### src/verilog/cctag_defines.svh
`ifndef CCTAG_DEFINES_SVH
`define CCTAG_DEFINES_SVH

// ---------------------------------------------------------------------------
// Directory geometry
// ---------------------------------------------------------------------------

// Associativity of the directory.
`define CCTAG_WAYS 4

// The index is 7 bits wide, so the directory holds 128 sets.
`define CCTAG_SET_BITS 7

// Physical line address width without the byte offset within a line.
`define CCTAG_LINE_BITS 37

`endif

### src/verilog/cctag_addr_pkg.sv
`include "cctag_defines.svh"

package cctag_addr_pkg;

  localparam int TAG_BITS = `CCTAG_LINE_BITS - `CCTAG_SET_BITS; // 30 bits of tag.

  typedef struct packed {
    logic [TAG_BITS-1:0]        tag;
    logic [`CCTAG_SET_BITS-1:0] index;
  } line_fields_t;

  // A line address is used whole on the eviction port and split for the lookup.
  typedef union packed {
    logic [`CCTAG_LINE_BITS-1:0] raw;
    line_fields_t                fields;
  } line_addr_u;

  // Even parity over the whole word, so an all-zero word is a clean invalid entry.
  typedef struct packed {
    logic                parity;
    logic                valid;
    logic [TAG_BITS-1:0] tag;
  } tag_entry_t;

endpackage

### src/verilog/cctag_ctl_pkg.sv
`include "cctag_defines.svh"

package cctag_ctl_pkg;

  typedef enum logic [1:0] {
    OP_LOOKUP = 2'd0,
    OP_FILL   = 2'd1,
    OP_INVAL  = 2'd2
  } op_e;

  typedef logic [$clog2(`CCTAG_WAYS)-1:0] way_t;

  // Tree pseudo-LRU bits for one set.
  typedef logic [2:0] plru_t;

  // ---------------------------------------------------------------------------
  // Replacement helpers
  // ---------------------------------------------------------------------------

  function automatic way_t plru_victim(input plru_t bits);
    if (bits[0]) begin
      return way_t'({1'b1, bits[2]}); // Victim in the upper pair.
    end
    return way_t'({1'b0, bits[1]});
  endfunction

  function automatic plru_t plru_touch(input plru_t bits, input way_t way);
    plru_t next;
    next = bits;
    if (way[1]) begin
      next[0] = 1'b0; // Point the root at the lower pair.
      next[2] = ~way[0];
    end else begin
      next[0] = 1'b1;
      next[1] = ~way[0];
    end
    return next;
  endfunction

endpackage

### src/verilog/cctag_if.sv
`timescale 1ns/1ns
`include "cctag_defines.svh"

// ---------------------------------------------------------------------------
// Lookup to resolve
// ---------------------------------------------------------------------------

interface cctag_read_if;
  logic                      valid;
  cctag_ctl_pkg::op_e        op;
  cctag_addr_pkg::line_addr_u addr;
  cctag_ctl_pkg::plru_t      plru;
  cctag_addr_pkg::tag_entry_t entries [`CCTAG_WAYS]; // Tag words of the addressed set.

  modport source (output valid, output op, output addr, output plru, output entries);
  modport sink (input valid, input op, input addr, input plru, input entries);
endinterface

// ---------------------------------------------------------------------------
// Resolve to update
// ---------------------------------------------------------------------------

interface cctag_result_if;
  logic                       valid;
  cctag_ctl_pkg::op_e         op;
  cctag_addr_pkg::line_addr_u addr;
  logic                       hit;
  logic                       err;
  cctag_ctl_pkg::way_t        way;
  logic                       evict;
  cctag_addr_pkg::line_addr_u evict_addr;
  cctag_ctl_pkg::plru_t       plru_next;

  modport source (output valid, output op, output addr, output hit, output err,
                  output way, output evict, output evict_addr, output plru_next);
  modport sink (input valid, input op, input addr, input hit, input err,
                input way, input evict, input evict_addr, input plru_next);
endinterface


### src/verilog/cctag_resolve.sv
`timescale 1ns/1ns
`include "cctag_defines.svh"

module cctag_resolve (
  input  logic           clk,
  input  logic           rst,
  cctag_read_if.sink     rd,
  cctag_result_if.source res
);

  logic [`CCTAG_WAYS-1:0]     hit_vec;
  logic [`CCTAG_WAYS-1:0]     free_vec;
  logic                       any_err;
  cctag_ctl_pkg::way_t        hit_way;
  cctag_ctl_pkg::way_t        free_way;
  cctag_ctl_pkg::way_t        pick_way;
  logic                       is_fill;
  logic                       do_evict;
  logic                       touch;
  cctag_addr_pkg::line_addr_u victim_line;

  // ---------------------------------------------------------------------------
  // Tag compare and parity
  // ---------------------------------------------------------------------------

  always_comb begin
    hit_vec  = '0;
    free_vec = '0;
    any_err  = 1'b0;
    hit_way  = '0;
    free_way = '0;
    // Walk downwards so the lowest matching way wins.
    for (int i = `CCTAG_WAYS - 1; i >= 0; i--) begin
      hit_vec[i]  = rd.entries[i].valid && rd.entries[i].tag == rd.addr.fields.tag;
      free_vec[i] = !rd.entries[i].valid;
      any_err     = any_err | (^rd.entries[i]);
      if (hit_vec[i]) begin
        hit_way = cctag_ctl_pkg::way_t'(i);
      end
      if (free_vec[i]) begin
        free_way = cctag_ctl_pkg::way_t'(i);
      end
    end
  end

  // ---------------------------------------------------------------------------
  // Way choice and replacement
  // ---------------------------------------------------------------------------

  assign is_fill  = rd.op == cctag_ctl_pkg::OP_FILL;
  assign pick_way = (|hit_vec) ? hit_way :
                    (is_fill && |free_vec) ? free_way :
                    cctag_ctl_pkg::plru_victim(rd.plru);
  assign do_evict = is_fill && !(|hit_vec) && !(|free_vec); // The set is full, so the victim is valid.
  assign touch    = is_fill || (rd.op == cctag_ctl_pkg::OP_LOOKUP && |hit_vec);

  assign victim_line.raw = {rd.entries[pick_way].tag, rd.addr.fields.index};

  always_ff @(posedge clk) begin
    if (rst) begin
      res.valid <= 1'b0;
    end else begin
      res.valid <= rd.valid;
    end
    if (rd.valid) begin
      res.op         <= rd.op;
      res.addr       <= rd.addr;
      res.hit        <= |hit_vec;
      res.err        <= any_err;
      res.way        <= pick_way;
      res.evict      <= do_evict;
      res.evict_addr <= victim_line;
      res.plru_next  <= touch ? cctag_ctl_pkg::plru_touch(rd.plru, pick_way) : rd.plru;
    end
  end

endmodule

### src/flat_wrapper.sv
// flat-port wrapper written by rule: the top's interface ports become plain ports
module cctag_resolve_flat 
  (clk, rst, rd_valid, rd_op, rd_addr, rd_plru, rd_entries, res_valid, res_op, res_addr, res_hit, res_err, res_way, res_evict, res_evict_addr, res_plru_next);
  cctag_read_if rd_i ();
  cctag_result_if res_i ();
  input  logic clk;
  input  logic rst;
  input wire logic [$bits(rd_i.valid)-1:0] rd_valid;
  input wire logic [$bits(rd_i.op)-1:0] rd_op;
  input wire logic [$bits(rd_i.addr)-1:0] rd_addr;
  input wire logic [$bits(rd_i.plru)-1:0] rd_plru;
  input wire logic [$bits(rd_i.entries)-1:0] rd_entries;
  output wire logic [$bits(res_i.valid)-1:0] res_valid;
  output wire logic [$bits(res_i.op)-1:0] res_op;
  output wire logic [$bits(res_i.addr)-1:0] res_addr;
  output wire logic [$bits(res_i.hit)-1:0] res_hit;
  output wire logic [$bits(res_i.err)-1:0] res_err;
  output wire logic [$bits(res_i.way)-1:0] res_way;
  output wire logic [$bits(res_i.evict)-1:0] res_evict;
  output wire logic [$bits(res_i.evict_addr)-1:0] res_evict_addr;
  output wire logic [$bits(res_i.plru_next)-1:0] res_plru_next;
  assign rd_i.valid = rd_valid;
  assign rd_i.op = rd_op;
  assign rd_i.addr = rd_addr;
  assign rd_i.plru = rd_plru;
  assign rd_i.entries = {>>{rd_entries}};
  assign res_valid = res_i.valid;
  assign res_op = res_i.op;
  assign res_addr = res_i.addr;
  assign res_hit = res_i.hit;
  assign res_err = res_i.err;
  assign res_way = res_i.way;
  assign res_evict = res_i.evict;
  assign res_evict_addr = res_i.evict_addr;
  assign res_plru_next = res_i.plru_next;
  cctag_resolve u_core (.clk(clk), .rst(rst), .rd(rd_i), .res(res_i));
endmodule
### config.mk
export PLATFORM = sky130hd
export DESIGN_NAME = cctag_resolve_flat
export DESIGN_NICKNAME = d
export VERILOG_FILES = /design/src/verilog/cctag_addr_pkg.sv /design/src/verilog/cctag_ctl_pkg.sv /design/src/verilog/cctag_if.sv /design/src/verilog/cctag_resolve.sv /design/src/flat_wrapper.sv
export VERILOG_INCLUDE_DIRS = /design/src /design/src/verilog
export SDC_FILE = /design/constraint.sdc
export NUM_CORES = 1
export LEC_CHECK = 0
export BUFFER_PORTS_ARGS = -buffer_cell sky130_fd_sc_hd__buf_2
export CORE_UTILIZATION = 40
export CTS_CLUSTER_SIZE = 25
export DETAILED_ROUTE_END_ITERATION = 16
export GPL_TIMING_DRIVEN = 0
export PLACE_DENSITY_LB_ADDON = 0.12
export SLEW_MARGIN = 5
export SYNTH_ARGS = -nofsm -noshare
export SYNTH_HDL_FRONTEND = slang
export SYNTH_SLANG_ARGS = --single-unit
### constraint.sdc
create_clock -name clk -period 3.3 [get_ports clk]
set_clock_uncertainty 0.15 [all_clocks]
set_input_delay 0.33 -clock clk [delete_from_list [all_inputs] [get_ports clk]]
set_output_delay 0.33 -clock clk [all_outputs]
set_load 0.02 [all_outputs]
==> metrics.txt <==
vias in the first global route 5240; Final min period 3.16 ns; Fin. Hold Viols 0; cell area after synthesis 6240 um^2; global-route wire length before repair 31.7 mm; drt drc 0; max-cap violation count 0; CP arrival 3.09 ns; complex-gate fraction of the synthesized area 0.0162; Required @ worst endpoint 3.23 ns; post-synthesis mux area share 0.148; Clock transition at path regs 0.06 ns; Total Neg Setup Slack 0 ns; largest family of logic cells by synthesized area XOR/XNOR gates; critical path peak fanout 10; global route overflow 0; Mean Syn Cell Area 11.3 um^2; initial antenna violation count 0; I/O Pins 258; launching element type of the critical path input pin; WL final 21.8 mm; Async SR Flop Fraction 0; Via Count 5180; clk root buf clkbuf_16; library cells used by synthesis 37; Core Rows 45; final-report max-slew violation count 0; static leakage 3.38 nW; Worst setup startpoint rd_addr[23]; post-synthesis xor/xnor area fraction 0.342; number of cells on the worst hold path 1; largest net degree at the start of global routing 42; fillcell total 1391; clk sinks 78; final setup fails 0; outcome finished, final reports clean; antenna cell count 0; WL/cell 21.4 um; # port buffers 257; Cells after Synth 550; Die Y-Extent 127 um; synth-to-layout area growth 31.2%; DR iter-0 viols 240; CTS tree built; final period utilization 0.957; critical path type input pin to flip-flop; Detail Placement HPWL 18.6 mm; RSZ-0062 raised after global routing no; Core ar. 15200 um^2; TritonRoute pass-1 iters 4; synthesis-stage register bit count 78; layout cell share with drive strength beyond 1 0.367; Max Fclk 317 MHz; Starting Density 0.411; Synthesized Nets 723; H-tree depth 3; Worst Tran Pin Value 0.585 ns; routability cong. 0.894; maximum clock path buffer count 2; CP endpoint u_core.res.evict_addr[16]; Die X-Extent 127 um; ys flop type edfxtp_1; GRT Util Overall 0.274; Max IR drop VDD 0.284 mV; Vias/cell 5.09; Detail Route Antenna Nets 0; die area 16100 um^2; number of enable flip-flop cells after synthesis 77; CTS Buf Count 9; critical path endpoint category flip-flop; Pwr per Cell Area 471 nW/um^2; fin worst setup slack 0.141 ns; Post-Synth Simple-Gate Area 0.0776; worst slack at placement -0.241 ns; adder-cell area share of the yosys netlist 0; Slew HR 0.607; sequential fraction of the synthesis area 0.374; Nets 997; Ys Warns 0; Hold Path Class input pin to flip-flop
==> final cells by class <==
class                      count  area, um^2  area share
timing repair buffer         263        1360       0.166
clock inverter                 7         121      0.0148
clock buffer                   9         225      0.0275
multi-input combinational    429        3650       0.446
tap                          188         235      0.0287
buffer                        40         254      0.0310
inverter                       3        11.3     0.00137
sequential                    78        2330       0.285
==> worst max-delay path, cell delays in order <==
cell and delay [ns]:
buf_2 0.10, buf_2 0.15, xnor2_1 0.42, nand4_1 0.14, or4_4 0.59, o41ai_4 0.50
nor2b_1 0.11, buf_6 0.18, buf_6 0.17, mux2i_1 0.25, mux2i_1 0.13
==> layout by cell type (no fill, tap or decap), drive strengths merged <==
master,synthesis,final
a221o,1,1
nand2,10,10
nor3,4,4
a22o,1,1
and3,1,1
a31o,1,1
nor2,2,2
a31oi,1,1
nand2b,2,2
clkbuf,16,25
clkinv,0,3
buf,24,282
dfxtp,1,1
nor4,9,9
inv,3,4
a21oi,1,1
nand3,5,5
o211a,1,1
a21o,1,1
nand4,40,40
mux2i,91,91
bufinv,0,3
mux2,1,1
nor3b,1,1
o22ai,2,2
o21ai,1,1
or4,2,2
nor2b,2,2
xor2,23,23
dlygate4sd3,0,5
nor4b,1,1
nand4b,1,1
edfxtp,77,77
or2,1,1
and2,1,1
o41ai,1,1
xnor2,221,221
==> worst min path at each step <==
stage | start | to | slack, ns
2_1_floorplan | rst | u_core.res.valid | 0.25
5_1_grt | rd_addr[3] | u_core.res.evict_addr[3] | 0.003
3_5_place_dp | rst | u_core.res.valid | 0.35
3_3_place_gp | rst | u_core.res.valid | 0.34
6_report | rd_addr[3] | u_core.res.evict_addr[3] | 0.01
4_1_cts | rd_addr[3] | u_core.res.evict_addr[3] | 0.002
==> what timing repair did <==
item                                    in CTS  in global routing
hold endpoints to repair                     5                  0
buffers inserted                             0                  0
resized for setup                            0                  1
hold buffers                                 5                  0
endpoints found under the setup margin       0                  2
==> flip-flops by register name (all words and copies together) (netlist names) <==
name,cells
u_core.res.evict,1
u_core.res.plru_next,3
u_core.res.op,2
u_core.res.err,1
u_core.res.way,2
u_core.res.evict_addr,37
u_core.res.valid,1
u_core.res.hit,1
u_core.res.addr,30
==> metrics by stage <==
step | cells | total power, mW | hold WS [ns] | area (um^2) | utilization
CTS | 1017 | 3.88 | 0.00235 | 8180 | 0.538
floorplan | 550 | 2.17 | 0.252 | 6240 | -
finish | 1017 | 3.86 | 0.0125 | 8190 | 0.539
detailed placement | 996 | 2.70 | 0.345 | 7790 | 0.512
global route | 1017 | 4.02 | 0.00280 | 8190 | 0.539
global placement | 995 | 2.69 | 0.341 | 7760 | 0.511
==> cells by family (layout without fill, tap and decap cells) <==
family,Yosys count,after routing
xor+xnor,244,244
simple gates,82,82
mux,92,92
flops,78,78
compound gates,11,11
buf+inv,43,322
==> cell usage after synthesis, types with 4 or more instances <==
| library cell | n | share of area |
|---|---|---|
| xnor2_1 | 221 | 0.31 |
| mux2i_1 | 91 | 0.15 |
| edfxtp_1 | 77 | 0.37 |
| nand4_1 | 40 | 0.040 |
| xor2_1 | 23 | 0.032 |
| clkbuf_1 | 16 | 0.0096 |
| nand2_1 | 10 | 0.0060 |
| buf_6 | 9 | 0.016 |
| nor4_1 | 9 | 0.0090 |
| buf_2 | 8 | 0.0064 |
| buf_4 | 7 | 0.0084 |
| nand3_1 | 5 | 0.0040 |
| nor3_1 | 4 | 0.0032 |
==> layer usage <==
layer | up-vias | share of wire | global-route usage
li1 | 2483 | - | -
met1 | 2475 | 0.45 | 0.365
met2 | 205 | 0.48 | 0.465
met3 | 17 | 0.052 | 0.0396
met4 | 0 | 0.015 | 0.0721
met5 | - | 0 | 0
==> power by group <==
part           total (mW)  switching, mW  internal [mW]  leakage, nW
clock                1.18          0.432          0.743        0.170
combinational        1.44          0.816          0.625         2.45
sequential           1.24         0.0273           1.21        0.762
total                3.86           1.28           2.58         3.38
No activity file was read; power rests on OpenSTA's default activity.
