==> src/verilog/cctag_defines.svh <==
`ifndef CCTAG_DEFINES_SVH
`define CCTAG_DEFINES_SVH

// ---------------------------------------------------------------------------
// Directory geometry
// ---------------------------------------------------------------------------

// Associativity of the directory.
`define CCTAG_WAYS 4

// The index is 7 bits wide, so the directory holds 128 sets.
`define CCTAG_SET_BITS 7

// Physical line address width without the byte offset within a line.
`define CCTAG_LINE_BITS 37

`endif

==> src/verilog/cctag_addr_pkg.sv <==
`include "cctag_defines.svh"

package cctag_addr_pkg;

  localparam int TAG_BITS = `CCTAG_LINE_BITS - `CCTAG_SET_BITS; // 30 bits of tag.

  typedef struct packed {
    logic [TAG_BITS-1:0]        tag;
    logic [`CCTAG_SET_BITS-1:0] index;
  } line_fields_t;

  // A line address is used whole on the eviction port and split for the lookup.
  typedef union packed {
    logic [`CCTAG_LINE_BITS-1:0] raw;
    line_fields_t                fields;
  } line_addr_u;

  // Even parity over the whole word, so an all-zero word is a clean invalid entry.
  typedef struct packed {
    logic                parity;
    logic                valid;
    logic [TAG_BITS-1:0] tag;
  } tag_entry_t;

endpackage

==> src/verilog/cctag_ctl_pkg.sv <==
`include "cctag_defines.svh"

package cctag_ctl_pkg;

  typedef enum logic [1:0] {
    OP_LOOKUP = 2'd0,
    OP_FILL   = 2'd1,
    OP_INVAL  = 2'd2
  } op_e;

  typedef logic [$clog2(`CCTAG_WAYS)-1:0] way_t;

  // Tree pseudo-LRU bits for one set.
  typedef logic [2:0] plru_t;

  // ---------------------------------------------------------------------------
  // Replacement helpers
  // ---------------------------------------------------------------------------

  function automatic way_t plru_victim(input plru_t bits);
    if (bits[0]) begin
      return way_t'({1'b1, bits[2]}); // Victim in the upper pair.
    end
    return way_t'({1'b0, bits[1]});
  endfunction

  function automatic plru_t plru_touch(input plru_t bits, input way_t way);
    plru_t next;
    next = bits;
    if (way[1]) begin
      next[0] = 1'b0; // Point the root at the lower pair.
      next[2] = ~way[0];
    end else begin
      next[0] = 1'b1;
      next[1] = ~way[0];
    end
    return next;
  endfunction

endpackage

==> src/verilog/cctag_if.sv <==
`timescale 1ns/1ns
`include "cctag_defines.svh"


// ---------------------------------------------------------------------------
// Resolve to update
// ---------------------------------------------------------------------------

interface cctag_result_if;
  logic                       valid;
  cctag_ctl_pkg::op_e         op;
  cctag_addr_pkg::line_addr_u addr;
  logic                       hit;
  logic                       err;
  cctag_ctl_pkg::way_t        way;
  logic                       evict;
  cctag_addr_pkg::line_addr_u evict_addr;
  cctag_ctl_pkg::plru_t       plru_next;

  modport source (output valid, output op, output addr, output hit, output err,
                  output way, output evict, output evict_addr, output plru_next);
  modport sink (input valid, input op, input addr, input hit, input err,
                input way, input evict, input evict_addr, input plru_next);
endinterface

// ---------------------------------------------------------------------------
// Update back to the RAMs in lookup
// ---------------------------------------------------------------------------

interface cctag_write_if;
  logic                       tag_wen;
  cctag_ctl_pkg::way_t        tag_way;
  logic [`CCTAG_SET_BITS-1:0] tag_index;
  cctag_addr_pkg::tag_entry_t tag_data;
  logic                       plru_wen;
  logic [`CCTAG_SET_BITS-1:0] plru_index;
  cctag_ctl_pkg::plru_t       plru_data;
  logic                       busy; // High while the init sweep runs.

  modport source (output tag_wen, output tag_way, output tag_index, output tag_data,
                  output plru_wen, output plru_index, output plru_data, output busy);
  modport sink (input tag_wen, input tag_way, input tag_index, input tag_data,
                input plru_wen, input plru_index, input plru_data, input busy);
endinterface

==> src/verilog/cctag_update.sv <==
`timescale 1ns/1ns
`include "cctag_defines.svh"

module cctag_update (
  input  logic                        clk,
  input  logic                        rst,
  input  logic                        init,
  cctag_result_if.sink                res,
  cctag_write_if.source               wr,
  output logic                        resp_valid,
  output logic                        resp_hit,
  output cctag_ctl_pkg::way_t         resp_way,
  output logic                        resp_err,
  output logic                        evict_valid,
  output logic [`CCTAG_LINE_BITS-1:0] evict_addr
);

  logic                       sweep_on;
  logic [`CCTAG_SET_BITS-1:0] sweep_idx;
  logic                       do_fill;
  logic                       do_inval;
  logic                       do_touch;
  cctag_addr_pkg::tag_entry_t fill_entry;

  // ---------------------------------------------------------------------------
  // Init sweep, one set per cycle
  // ---------------------------------------------------------------------------

  always_ff @(posedge clk) begin
    if (rst) begin
      sweep_on  <= 1'b0;
      sweep_idx <= '0;
    end else if (init) begin
      sweep_on  <= 1'b1;
      sweep_idx <= '0;
    end else if (sweep_on) begin
      sweep_idx <= sweep_idx + 1'b1;
      if (&sweep_idx) begin
        sweep_on <= 1'b0; // Last set written on this edge.
      end
    end
  end

  assign wr.busy = sweep_on;

  assign do_fill  = res.valid && res.op == cctag_ctl_pkg::OP_FILL;
  assign do_inval = res.valid && res.op == cctag_ctl_pkg::OP_INVAL && res.hit;
  assign do_touch = do_fill || (res.valid && res.op == cctag_ctl_pkg::OP_LOOKUP && res.hit);

  assign fill_entry.valid  = 1'b1;
  assign fill_entry.tag    = res.addr.fields.tag;
  assign fill_entry.parity = ^{1'b1, res.addr.fields.tag};

  // The sweep owns the write ports while it runs.
  assign wr.tag_wen    = sweep_on || do_fill || do_inval;
  assign wr.tag_way    = res.way;
  assign wr.tag_index  = sweep_on ? sweep_idx : res.addr.fields.index;
  assign wr.tag_data   = (do_fill && !sweep_on) ? fill_entry : '0;
  assign wr.plru_wen   = sweep_on || do_touch;
  assign wr.plru_index = wr.tag_index;
  assign wr.plru_data  = sweep_on ? '0 : res.plru_next;

  always_ff @(posedge clk) begin
    if (rst) begin
      resp_valid  <= 1'b0;
      resp_hit    <= 1'b0;
      resp_err    <= 1'b0;
      evict_valid <= 1'b0;
    end else begin
      resp_valid  <= res.valid;
      resp_hit    <= res.valid && res.hit;
      resp_err    <= res.valid && res.err;
      evict_valid <= res.valid && res.evict;
    end
    if (res.valid) begin
      resp_way   <= res.way;
      evict_addr <= res.evict_addr.raw;
    end
  end

endmodule

==> src/flat_wrapper.sv <==
// flat-port wrapper written by rule: the top's interface ports become plain ports
module cctag_update_flat 
  (clk, rst, init, resp_valid, resp_hit, resp_way, resp_err, evict_valid, evict_addr, res_valid, res_op, res_addr, res_hit, res_err, res_way, res_evict, res_evict_addr, res_plru_next, wr_tag_wen, wr_tag_way, wr_tag_index, wr_tag_data, wr_plru_wen, wr_plru_index, wr_plru_data, wr_busy);
  cctag_result_if res_i ();
  cctag_write_if wr_i ();
  input  logic clk;
  input  logic rst;
  input  logic init;
  output logic resp_valid;
  output logic resp_hit;
  output cctag_ctl_pkg::way_t resp_way;
  output logic resp_err;
  output logic evict_valid;
  output logic [`CCTAG_LINE_BITS-1:0] evict_addr;
  input wire logic [$bits(res_i.valid)-1:0] res_valid;
  input wire logic [$bits(res_i.op)-1:0] res_op;
  input wire logic [$bits(res_i.addr)-1:0] res_addr;
  input wire logic [$bits(res_i.hit)-1:0] res_hit;
  input wire logic [$bits(res_i.err)-1:0] res_err;
  input wire logic [$bits(res_i.way)-1:0] res_way;
  input wire logic [$bits(res_i.evict)-1:0] res_evict;
  input wire logic [$bits(res_i.evict_addr)-1:0] res_evict_addr;
  input wire logic [$bits(res_i.plru_next)-1:0] res_plru_next;
  output wire logic [$bits(wr_i.tag_wen)-1:0] wr_tag_wen;
  output wire logic [$bits(wr_i.tag_way)-1:0] wr_tag_way;
  output wire logic [$bits(wr_i.tag_index)-1:0] wr_tag_index;
  output wire logic [$bits(wr_i.tag_data)-1:0] wr_tag_data;
  output wire logic [$bits(wr_i.plru_wen)-1:0] wr_plru_wen;
  output wire logic [$bits(wr_i.plru_index)-1:0] wr_plru_index;
  output wire logic [$bits(wr_i.plru_data)-1:0] wr_plru_data;
  output wire logic [$bits(wr_i.busy)-1:0] wr_busy;
  assign res_i.valid = res_valid;
  assign res_i.op = res_op;
  assign res_i.addr = res_addr;
  assign res_i.hit = res_hit;
  assign res_i.err = res_err;
  assign res_i.way = res_way;
  assign res_i.evict = res_evict;
  assign res_i.evict_addr = res_evict_addr;
  assign res_i.plru_next = res_plru_next;
  assign wr_tag_wen = wr_i.tag_wen;
  assign wr_tag_way = wr_i.tag_way;
  assign wr_tag_index = wr_i.tag_index;
  assign wr_tag_data = wr_i.tag_data;
  assign wr_plru_wen = wr_i.plru_wen;
  assign wr_plru_index = wr_i.plru_index;
  assign wr_plru_data = wr_i.plru_data;
  assign wr_busy = wr_i.busy;
  cctag_update u_core (.clk(clk), .rst(rst), .init(init), .res(res_i), .wr(wr_i), .resp_valid(resp_valid), .resp_hit(resp_hit), .resp_way(resp_way), .resp_err(resp_err), .evict_valid(evict_valid), .evict_addr(evict_addr));
endmodule
==> config.mk <==
export PLATFORM = sky130hd
export DESIGN_NAME = cctag_update_flat
export DESIGN_NICKNAME = d
export VERILOG_FILES = /design/src/verilog/cctag_addr_pkg.sv /design/src/verilog/cctag_ctl_pkg.sv /design/src/verilog/cctag_if.sv /design/src/verilog/cctag_update.sv /design/src/flat_wrapper.sv
export VERILOG_INCLUDE_DIRS = /design/src /design/src/verilog
export SDC_FILE = /design/constraint.sdc
export NUM_CORES = 1
export LEC_CHECK = 0
export ABC_AREA = 1
export BUFFER_PORTS_ARGS = -buffer_cell sky130_fd_sc_hd__buf_2
export CORE_MARGIN = 2
export CORE_UTILIZATION = 39
export DETAILED_ROUTE_END_ITERATION = 8
export PLACE_DENSITY = 0.77
export SLEW_MARGIN = 40
export SYNTH_ARGS = -nofsm -noshare
export SYNTH_HDL_FRONTEND = slang
export SYNTH_SLANG_ARGS = --single-unit
==> constraint.sdc <==
create_clock -name clk -period 1.69 [get_ports clk]
set_input_delay 0.2535 -clock clk [delete_from_list [all_inputs] [get_ports clk]]
set_output_delay 0.2535 -clock clk [all_outputs]
set_load 0.05 [all_outputs]
==> results.sh, run 1 <==
export IMPL_outcome="finished clean"
export IMPL_whs_path_depth=1
export IMPL_routedWlPerCell_um=11.0
export IMPL_required_ns=1.44
export IMPL_setup_violations=0
export IMPL_die_w_um=85.9
export IMPL_drt_pre_antenna_iters=4
export IMPL_nNetsFinal=597
export IMPL_num_vias=2605
export IMPL_cts_tree="yes"
export IMPL_final_cell_mix="buf_2, nand2_1, nor2_1"
export IMPL_slew_viol_final=0
export IMPL_start_util=0.407
export IMPL_timing_slew_headroom=0.653
export IMPL_io_buffers=184
export IMPL_synth_seq_area_share=0.539
export IMPL_antenna_found_initial=0
export IMPL_fin_area_um2=3950
export IMPL_antenna_cells=0
export IMPL_cts_buffer_depth=2
export IMPL_cts_sinks=51
export IMPL_grt_max_degree=43
export IMPL_cts_setup_buffers=0
export IMPL_cp_start_kind="input port"
export IMPL_fin_skew_ns=0.00114
export IMPL_r2r_cells=7
export IMPL_peakVddDrop_mv=0.390
export IMPL_synthToLayoutAreaGrowth_pct=50.9
export IMPL_cellLeakagePower_nw=2.15
export IMPL_critPathCaptureType="output port"
export IMPL_rows=29
export IMPL_netSwitchingFraction=0.354
export IMPL_arrival_ns=1.37
export IMPL_place_area_um2=3690
export IMPL_hold_violations=0
export IMPL_htree_levels=2
export IMPL_worst_pin_slew_ns=0.521
export IMPL_period_share=0.961
export IMPL_ys_warn_count=0
export IMPL_synth_area_um2=2620
export IMPL_avgSynthCellArea_um2=8.13
export IMPL_grt_setup_unrepaired="yes"
export IMPL_combinationalPowerShare=0.328
export IMPL_path_class="input port to output port"
export IMPL_die_y_um=85.9
export IMPL_pwr_share_clk=0.242
export IMPL_fmax_ghz=0.615
export IMPL_dp_hpwl_um=5260
export IMPL_drive_gt1_frac=0.497
export IMPL_power_density_nw_per_um2=856
export IMPL_p_int_mw=2.18
export IMPL_core_um2=6420
export IMPL_power_switching_mw=1.19
export IMPL_max_cap_violations=0
export IMPL_period_minus_slack_ns=1.62
export IMPL_ys_ff_latch=51
export IMPL_final_common_cell="buf_2"
export IMPL_seqPwrFrac=0.431
export IMPL_routed_wl_um=6460
export IMPL_synth_fp_nets=411
export IMPL_clk_pin_slew_ns=0.09
export IMPL_synthCells=322
export IMPL_fin_setup_tns_ns=0
export IMPL_worst_path_max_fanout=3
export IMPL_io_pins=185
export IMPL_grt_ovfl_total=0
export IMPL_place_gp_congestion=0.835
export IMPL_holdWs_ns=0.130
export IMPL_cts_buffers=5
export IMPL_grt_pass1_wl_um=9680
export IMPL_die_area_um2=7380
export IMPL_ys_types=19
export IMPL_drt_iter0_markers=92
export IMPL_cts_root_buf="clkbuf_8"
export IMPL_hp_class="input port to flop"
export IMPL_clock_latency_ns=0.29
export IMPL_drc=0
export IMPL_track_usage=0.163
export IMPL_grt_pass1_vias=2260
export IMPL_ant_nets=0
export IMPL_viasPerCell=4.45
export IMPL_fillers=537
## kinds of logic (layout without fill, tap and decap cells)
kind of cell,after synthesis,count (layout),share of synthesized area
fa+ha+maj,1,1,0.00478
flops,51,51,0.539
simple gates,177,177,0.260
buf+inv,61,248,0.100
compound gates,11,11,0.0220
xor+xnor,21,21,0.0732
## stage by stage
| stage | cells | power (mW) | setup WS [ns] | utilization |
|---|---|---|---|---|
| floorplan | 322 | 2.25 | -0.0774 | - |
| global placement | 578 | 2.53 | 0.0207 | 0.574 |
| global route | 586 | 3.54 | -0.0583 | 0.615 |
| finish | 586 | 3.38 | 0.0651 | 0.615 |
| detailed placement | 578 | 2.55 | -0.00327 | 0.574 |
| CTS | 586 | 3.37 | 0.000569 | 0.593 |
## flip-flops by register name, summed over array words and instances, names as in the netlist
| name | cells |
|---|---|
| u_core.resp_valid | 1 |
| u_core.resp_err | 1 |
| u_core.resp_way | 2 |
| u_core.evict_valid | 1 |
| u_core.sweep_idx | 7 |
| u_core.evict_addr | 37 |
| u_core.wr.busy | 1 |
| u_core.resp_hit | 1 |
## critical path, cell delays in order
cell     delay (ns)
buf_4          0.13
nand2_4        0.05
inv_2          0.04
nor2_4         0.09
nand2_1        0.05
nand2_1        0.06
nand2_1        0.05
nand2_1        0.07
inv_1          0.04
nand2_1        0.07
nand2_2        0.06
nand2_1        0.06
nand2_1        0.06
nor2_2         0.11
buf_6          0.16
## final timing paths
| path | startpoint | end | slack, ns |
|---|---|---|---|
| hold / removal | res_evict_addr[20] | u_core.evict_addr[20] | 0.13 |
| setup reg to reg | u_core.wr.busy | u_core.sweep_idx[5] | 0.35 |
| hold reg to reg | u_core.sweep_idx[1] | u_core.sweep_idx[1] | 0.51 |
| setup / recovery | res_addr[17] | wr_tag_data[31] | 0.07 |
## power groups by stage
stage	Clock [mW]	Combinational (mW)	Sequential, mW
after floorplan	0	0.470	1.78
after global placement	0	1.05	1.48
after detailed placement	0	1.06	1.49
after CTS	0.846	1.07	1.46
after global routing	0.893	1.19	1.46
final	0.817	1.11	1.46
## what timing repair did
| item | 4_1_cts | 5_1_grt |
|---|---|---|
| gates resized for setup | 3 | 50 |
| hold buffers | 0 | 0 |
| setup endpoints to repair | 3 | 23 |
| pin swaps | 0 | 23 |
## metal layers
metal  wire length, um  vias to the layer above  GRT usage  share of wire
li1                  -                     1344          -              -
met1              2480                     1130      0.183           0.38
met2              3210                      127      0.294           0.50
met3               725                        4     0.0500           0.11
met4                46                        0     0.0476         0.0071
met5                 0                        -          0              0
## final cells by class
class | count | area (um^2) | area share
timing repair buffer | 193 | 1060 | 0.267
tap | 77 | 96.3 | 0.0244
inverter | 47 | 176 | 0.0447
sequential | 51 | 1410 | 0.358
clock buffer | 5 | 68.8 | 0.0174
clock inverter | 3 | 43.8 | 0.0111
multi-input combinational | 210 | 1090 | 0.277
## cell usage after synthesis (all sizes together)
cell type	number	area, um^2
xor2	9	78.8
nand2	109	409
nand3	8	40.0
buf	9	67.6
a21oi	5	25.0
a211oi	1	7.51
edfxtp	39	1170
nor2	59	226
inv	47	176
xnor2	12	113
ha	1	12.5
dfxtp	12	240
nor3	1	5.00
clkbuf	5	18.8
o21ai	5	25.0
(Power assumes the default switching activity.)
==> run 2: changes to the inputs <==
GPL_TIMING_DRIVEN = 0   (was default)
==> run 2 against run 1 <==
  * Register-to-register slack worse by 0.02 ns
  * Sequential share of layout area shrank 1.5 points
  * Cell area grew 4.5%
  * Global-route usage increased by 1.5 points
  * Via count rose by 3.8%
  * Largest power group unchanged
  * Clock-buffer cell count unchanged
==> results.sh, run 2 (synthesis gave the netlist of run 1 again) <==
export IMPL_whs_endpoint="u_core.evict_addr[32]"
export IMPL_hold_violations=0
export IMPL_fin_setup_tns_ns=0
export IMPL_whs_path_depth=1
export IMPL_htree_levels=2
export IMPL_period_share=0.975
export IMPL_cpPeakStageDelay_ns=0.17
export IMPL_clock_latency_ns=0.29
export IMPL_setup_violations=0
export IMPL_antenna_found_initial=0
export IMPL_synthToLayoutAreaGrowth_pct=57.7
export IMPL_cts_buffers=5
export IMPL_dp_hpwl_um=5490
export IMPL_instances_no_fill=593
export IMPL_cp_common_cell="nand2_2"
export IMPL_r2r_end="u_core.sweep_idx[6]"
export IMPL_required_ns=1.44
export IMPL_routed_wl_um=7190
export IMPL_holdWs_ns=0.124
export IMPL_timing_slew_headroom=0.820
export IMPL_antenna_cells=0
export IMPL_cp_start_kind="input port"
export IMPL_cellLeakagePower_nw=2.20
export IMPL_die_area_um2=7380
export IMPL_ff2ff_setup_slack_ns=0.33
export IMPL_r2r_cells=7
export IMPL_ant_nets=0
export IMPL_drt_pre_antenna_iters=4
export IMPL_drc=0
export IMPL_fmax_ghz=0.607
export IMPL_final_common_cell="buf_2"
export IMPL_peakVddDrop_mv=0.319
export IMPL_cts_buffer_depth=2
export IMPL_rows=29
export IMPL_num_vias=2703
export IMPL_regMostFlops="u_core.evict_addr"
export IMPL_met1_usage=0.180
export IMPL_grt_busiest_layer="met2"
export IMPL_hp_class="input port to flop"
export IMPL_layout_setup_ws_ns=0.0416
export IMPL_final_cell_mix="buf_2, nand2_1, buf_4"
export IMPL_nNetsFinal=604
export IMPL_slew_viol_final=0
export IMPL_grtUsageMet2=0.342
export IMPL_grt_ovfl_total=0
export IMPL_worstSetupStartpoint="res_addr[21]"
export IMPL_grt_pass1_vias=2438
export IMPL_power_total_mw=3.44
export IMPL_grt_setup_unrepaired="yes"
export IMPL_power_density_nw_per_um2=834
export IMPL_fin_skew_ns=0.000684
export IMPL_period_minus_slack_ns=1.65
export IMPL_routedWlPerCell_um=12.1
export IMPL_core_um2=6420
export IMPL_die_w_um=85.9
export IMPL_largest_reg_flops=37
export IMPL_place_ws_ns=-0.418
export IMPL_start_util=0.407
export IMPL_placed_cells=583
export IMPL_hold_buffers=0
export IMPL_track_usage=0.178
export IMPL_worst_path_max_fanout=3
export IMPL_holdCritStartpoint="res_evict_addr[32]"
export IMPL_outcome="finished clean"
export IMPL_grt_pass1_wl_um=10400
export IMPL_arrival_ns=1.39
export IMPL_cp_slowest_cell="buf_6"
export IMPL_place_gp_congestion=0.776
export IMPL_path_class="input port to output port"
export IMPL_reg2reg_from="u_core.sweep_idx[1]"
export IMPL_grtUsageMet3=0.0539
export IMPL_crit_path_cell_trace="buf_8 > nor2_4 > inv_2 > nand2_2 > nand2_1 > nand2_1 > nand2_1 > nand2_2 > inv_2 > nand2_2 > nand2_2 > nand2_2 > nand2_2 > nor2_2 > buf_6"
export IMPL_die_y_um=85.9
export IMPL_io_pins=185
export IMPL_drt_iter0_markers=60
export IMPL_worst_pin_slew_ns=0.271
export IMPL_max_cap_violations=0
export IMPL_viasPerCell=4.56
export IMPL_cts_root_buf="clkbuf_8"
export IMPL_reg_top3="u_core.evict_addr (37), u_core.sweep_idx (7), u_core.resp_way (2)"
export IMPL_critPathCaptureType="output port"
export IMPL_drive_gt1_frac=0.512
export IMPL_grt_max_degree=45
export IMPL_cts_tree="yes"
export IMPL_clk_pin_slew_ns=0.09
export IMPL_cts_sinks=51
export IMPL_io_buffers=184
[run 2: cell types whose count changed in the layout (fill, tap and decap cells not counted), sizes merged]
cell | before | now
buf | 187 | 198
clkbuf | 11 | 7
[run 2: how the worst max path moves through the flow]
| stage | endpoint | slack [ns] | cells after the start |
|---|---|---|---|
| 2_1_floorplan | wr_tag_index[6] | -0.08 | 4 |
| 3_3_place_gp | wr_tag_data[16] | -0.68 | 7 |
| 3_5_place_dp | wr_tag_data[14] | -0.42 | 7 |
| 4_1_cts | wr_tag_data[14] | 0.007 | 5 |
| 5_1_grt | wr_tag_data[31] | -0.07 | 15 |
| 6_report | wr_tag_data[31] | 0.04 | 15 |
[run 2: report_power, final]
group | total, mW | switching [mW] | internal (mW)
sequential | 1.46 | 0.0218 | 1.44
clock | 0.825 | 0.384 | 0.441
combinational | 1.16 | 0.813 | 0.345
total | 3.44 | 1.22 | 2.22
[run 2: cell type report]
type / count / area (um^2)
flip-flops and latches: 51 / 1420
well taps: 77 / 96.3
multi-input cells: 210 / 1090
repair buffers: 186 / 1120
clock inverters: 3 / 43.8
plain buffers: 14 / 123
inverters: 47 / 176
clock buffers: 5 / 68.8
fillers: 545 / 2300
[run 2: metal layers]
layer | vias to the layer above | part of all wire
met5 | - | 0
met4 | 0 | 0.011
met3 | 7 | 0.11
met2 | 138 | 0.52
met1 | 1196 | 0.36
li1 | 1362 | -
[run 2: timing repair]
item,CTS,global route
endpoints found under the setup margin,47,33
pin swaps,0,19
buffers inserted,0,2
resized for setup,54,56
[run 2: per-stage QoR]
stage               utilization  cell area, um^2
global route              0.643             4130
floorplan                     -             2690
detailed placement        0.577             3710
finish                    0.643             4130
CTS                       0.617             3960
global placement          0.577             3710
[run 2: worst max-delay path, delay by kind of cell]
family | cells | cell delay (ns)
and+or+nand+nor | 11 | 0.78
buffers and inverters | 4 | 0.37
==> run 3: changes to the inputs <==
BUFFER_PORTS_ARGS = default   (was -buffer_cell sky130_fd_sc_hd__buf_2)
DONT_BUFFER_PORTS = 1   (was default)
PLACE_DENSITY = default   (was 0.77)
==> run 3 against run 2 <==
  * The flow now finishes with violations (negative setup slack)
  * Wire length fell by 17%
  * Combinational power is 42% lower
  * Critical path type is now flop to output port
  * Largest power group unchanged
  * First-iteration DRC count decreased by 27%
==> results.sh, run 3 (synthesis gave the netlist of run 1 again) <==
export IMPL_outcome="finished with violations"
export IMPL_violations="negative setup slack"
export IMPL_final_cell_mix="nand2_1, inv_1, edfxtp_1"
export IMPL_critPathCaptureType="output port"
export IMPL_cp_slowest_cell="dfxtp_4"
export IMPL_core_um2=6420
export IMPL_dp_hpwl_um=4400
export IMPL_clock_latency_ns=0.29
export IMPL_num_vias=2092
export IMPL_critPathTopFamily="flip-flops"
export IMPL_drt_pre_antenna_iters=4
export IMPL_worst_pin_slew_ns=0.603
export IMPL_synthToLayoutAreaGrowth_pct=33.9
export IMPL_r2r_cells=6
export IMPL_cts_sinks=51
export IMPL_die_w_um=85.9
export IMPL_required_ns=1.44
export IMPL_reg_top3="u_core.evict_addr (37), u_core.sweep_idx (7), u_core.resp_way (2)"
export IMPL_regMostFlops="u_core.evict_addr"
export IMPL_fin_setup_tns_ns=-3.28
export IMPL_timing_slew_headroom=0.598
export IMPL_regArea_um2=1420
export IMPL_whs_path_depth=1
export IMPL_final_common_cell="nand2_1"
export IMPL_routed_wl_um=6000
export IMPL_fmax_ghz=0.533
export IMPL_io_pins=185
export IMPL_peakVddDrop_mv=0.340
export IMPL_io_buffers=0
export IMPL_nNetsFinal=429
export IMPL_largest_reg_flops=37
export IMPL_grt_ovfl_total=0
export IMPL_cts_buffer_depth=2
export IMPL_fin_skew_ns=0.00136
export IMPL_drive_gt1_frac=0.252
export IMPL_routedWlPerCell_um=14.3
export IMPL_cts_buffers=5
export IMPL_grt_max_degree=45
export IMPL_worst_path_max_fanout=7
export IMPL_hp_class="input port to flop"
export IMPL_cts_tree="yes"
export IMPL_rows=29
export IMPL_cp_num_buf_inv=3
export IMPL_track_usage=0.148
export IMPL_ant_nets=0
export IMPL_power_density_nw_per_um2=921
export IMPL_start_util=0.407
export IMPL_die_y_um=85.9
export IMPL_placed_cells=399
export IMPL_period_share=1.11
export IMPL_clk_pin_slew_ns=0.09
export IMPL_cpPeakStageDelay_ns=0.52
export IMPL_grt_pass1_vias=1852
export IMPL_period_minus_slack_ns=1.88
export IMPL_fillers=506
export IMPL_path_depth=4
export IMPL_grt_setup_unrepaired="yes"
export IMPL_antenna_found_initial=0
export IMPL_cellLeakagePower_nw=1.51
export IMPL_antenna_cells=0
export IMPL_htree_levels=2
export IMPL_crit_path_cell_trace="inv_6 > clkbuf_16 > o21ai_4 > buf_6"
export IMPL_setup_violations=37
export IMPL_cp_start_kind="flop"
export IMPL_place_gp_congestion=0.783
export IMPL_max_cap_violations=0
export IMPL_die_area_um2=7380
export IMPL_drt_iter0_markers=44
export IMPL_layout_setup_ws_ns=-0.186
export IMPL_hold_violations=0
export IMPL_slew_viol_final=0
export IMPL_drc=0
export IMPL_instances_no_fill=418
export IMPL_path_class="flop to output port"
export IMPL_grt_pass1_wl_um=8610
export IMPL_arrival_ns=1.62
export IMPL_final_util=0.545
export IMPL_multi_input_area_um2=1350
export IMPL_cts_root_buf="clkbuf_8"
export IMPL_viasPerCell=5.00
[run 3: worst register-to-register path, delay by kind of cell (launching register included)]
family	cells	cell delay, ns
AO/OA/AOI/OAI	2	0.25
AND/OR/NAND/NOR	3	0.50
flip-flops	1	0.52
buffers and inverters	1	0.10
[run 3: report_power, final]
group | internal (mW) | total [mW] | leakage [nW] | switching [mW]
clock | 0.441 | 0.791 | 0.0514 | 0.350
combinational | 0.218 | 0.669 | 0.978 | 0.451
sequential | 1.45 | 1.77 | 0.480 | 0.319
total | 2.11 | 3.23 | 1.51 | 1.12
[run 3: layer usage]
metal	GRT usage	vias up	wire length (um)
li1	-	1009	-
met1	0.133	935	1870
met2	0.279	140	3260
met3	0.0731	8	771
met4	0.0548	0	98
met5	0	-	0
[run 3: cell type report]
class	count	area share
plain buffers	14	0.0639
clock buffers	6	0.0207
clock inverters	2	0.0107
inverters	47	0.0532
multi-input cells	210	0.385
flip-flops and latches	51	0.404
well taps	77	0.0275
repair buffers	11	0.0354
[run 3: path summary, 6_finish.rpt]
kind                         end  slack (ns)                 from
max              wr_tag_index[5]       -0.19       u_core.wr.busy
min              u_core.resp_err        0.02                  rst
max reg2reg  u_core.sweep_idx[5]        0.26       u_core.wr.busy
min reg2reg  u_core.sweep_idx[1]        0.50  u_core.sweep_idx[1]
[run 3: timing repair]
item | 4_1_cts | 5_1_grt
endpoints found under the hold margin | 1 | 1
pin swaps | 12 | 11
hold buffers | 1 | 1
gates cloned | 2 | 2
gates resized for setup | 87 | 28
buffers inserted | 2 | 4
endpoints found under the setup margin | 50 | 45
[run 3: per-stage QoR]
step           power [mW]  worst slack [ns]  area [um^2]  hold slack, ns
2_1_floorplan        2.25           -0.0774         2690           0.315
3_3_place_gp         2.30            -0.290         2790           0.319
3_5_place_dp         2.31            -0.266         2790           0.321
4_1_cts              3.20            -0.187         3320         0.00306
5_1_grt              3.36            -0.231         3500         0.00168
6_report             3.23            -0.186         3500          0.0180
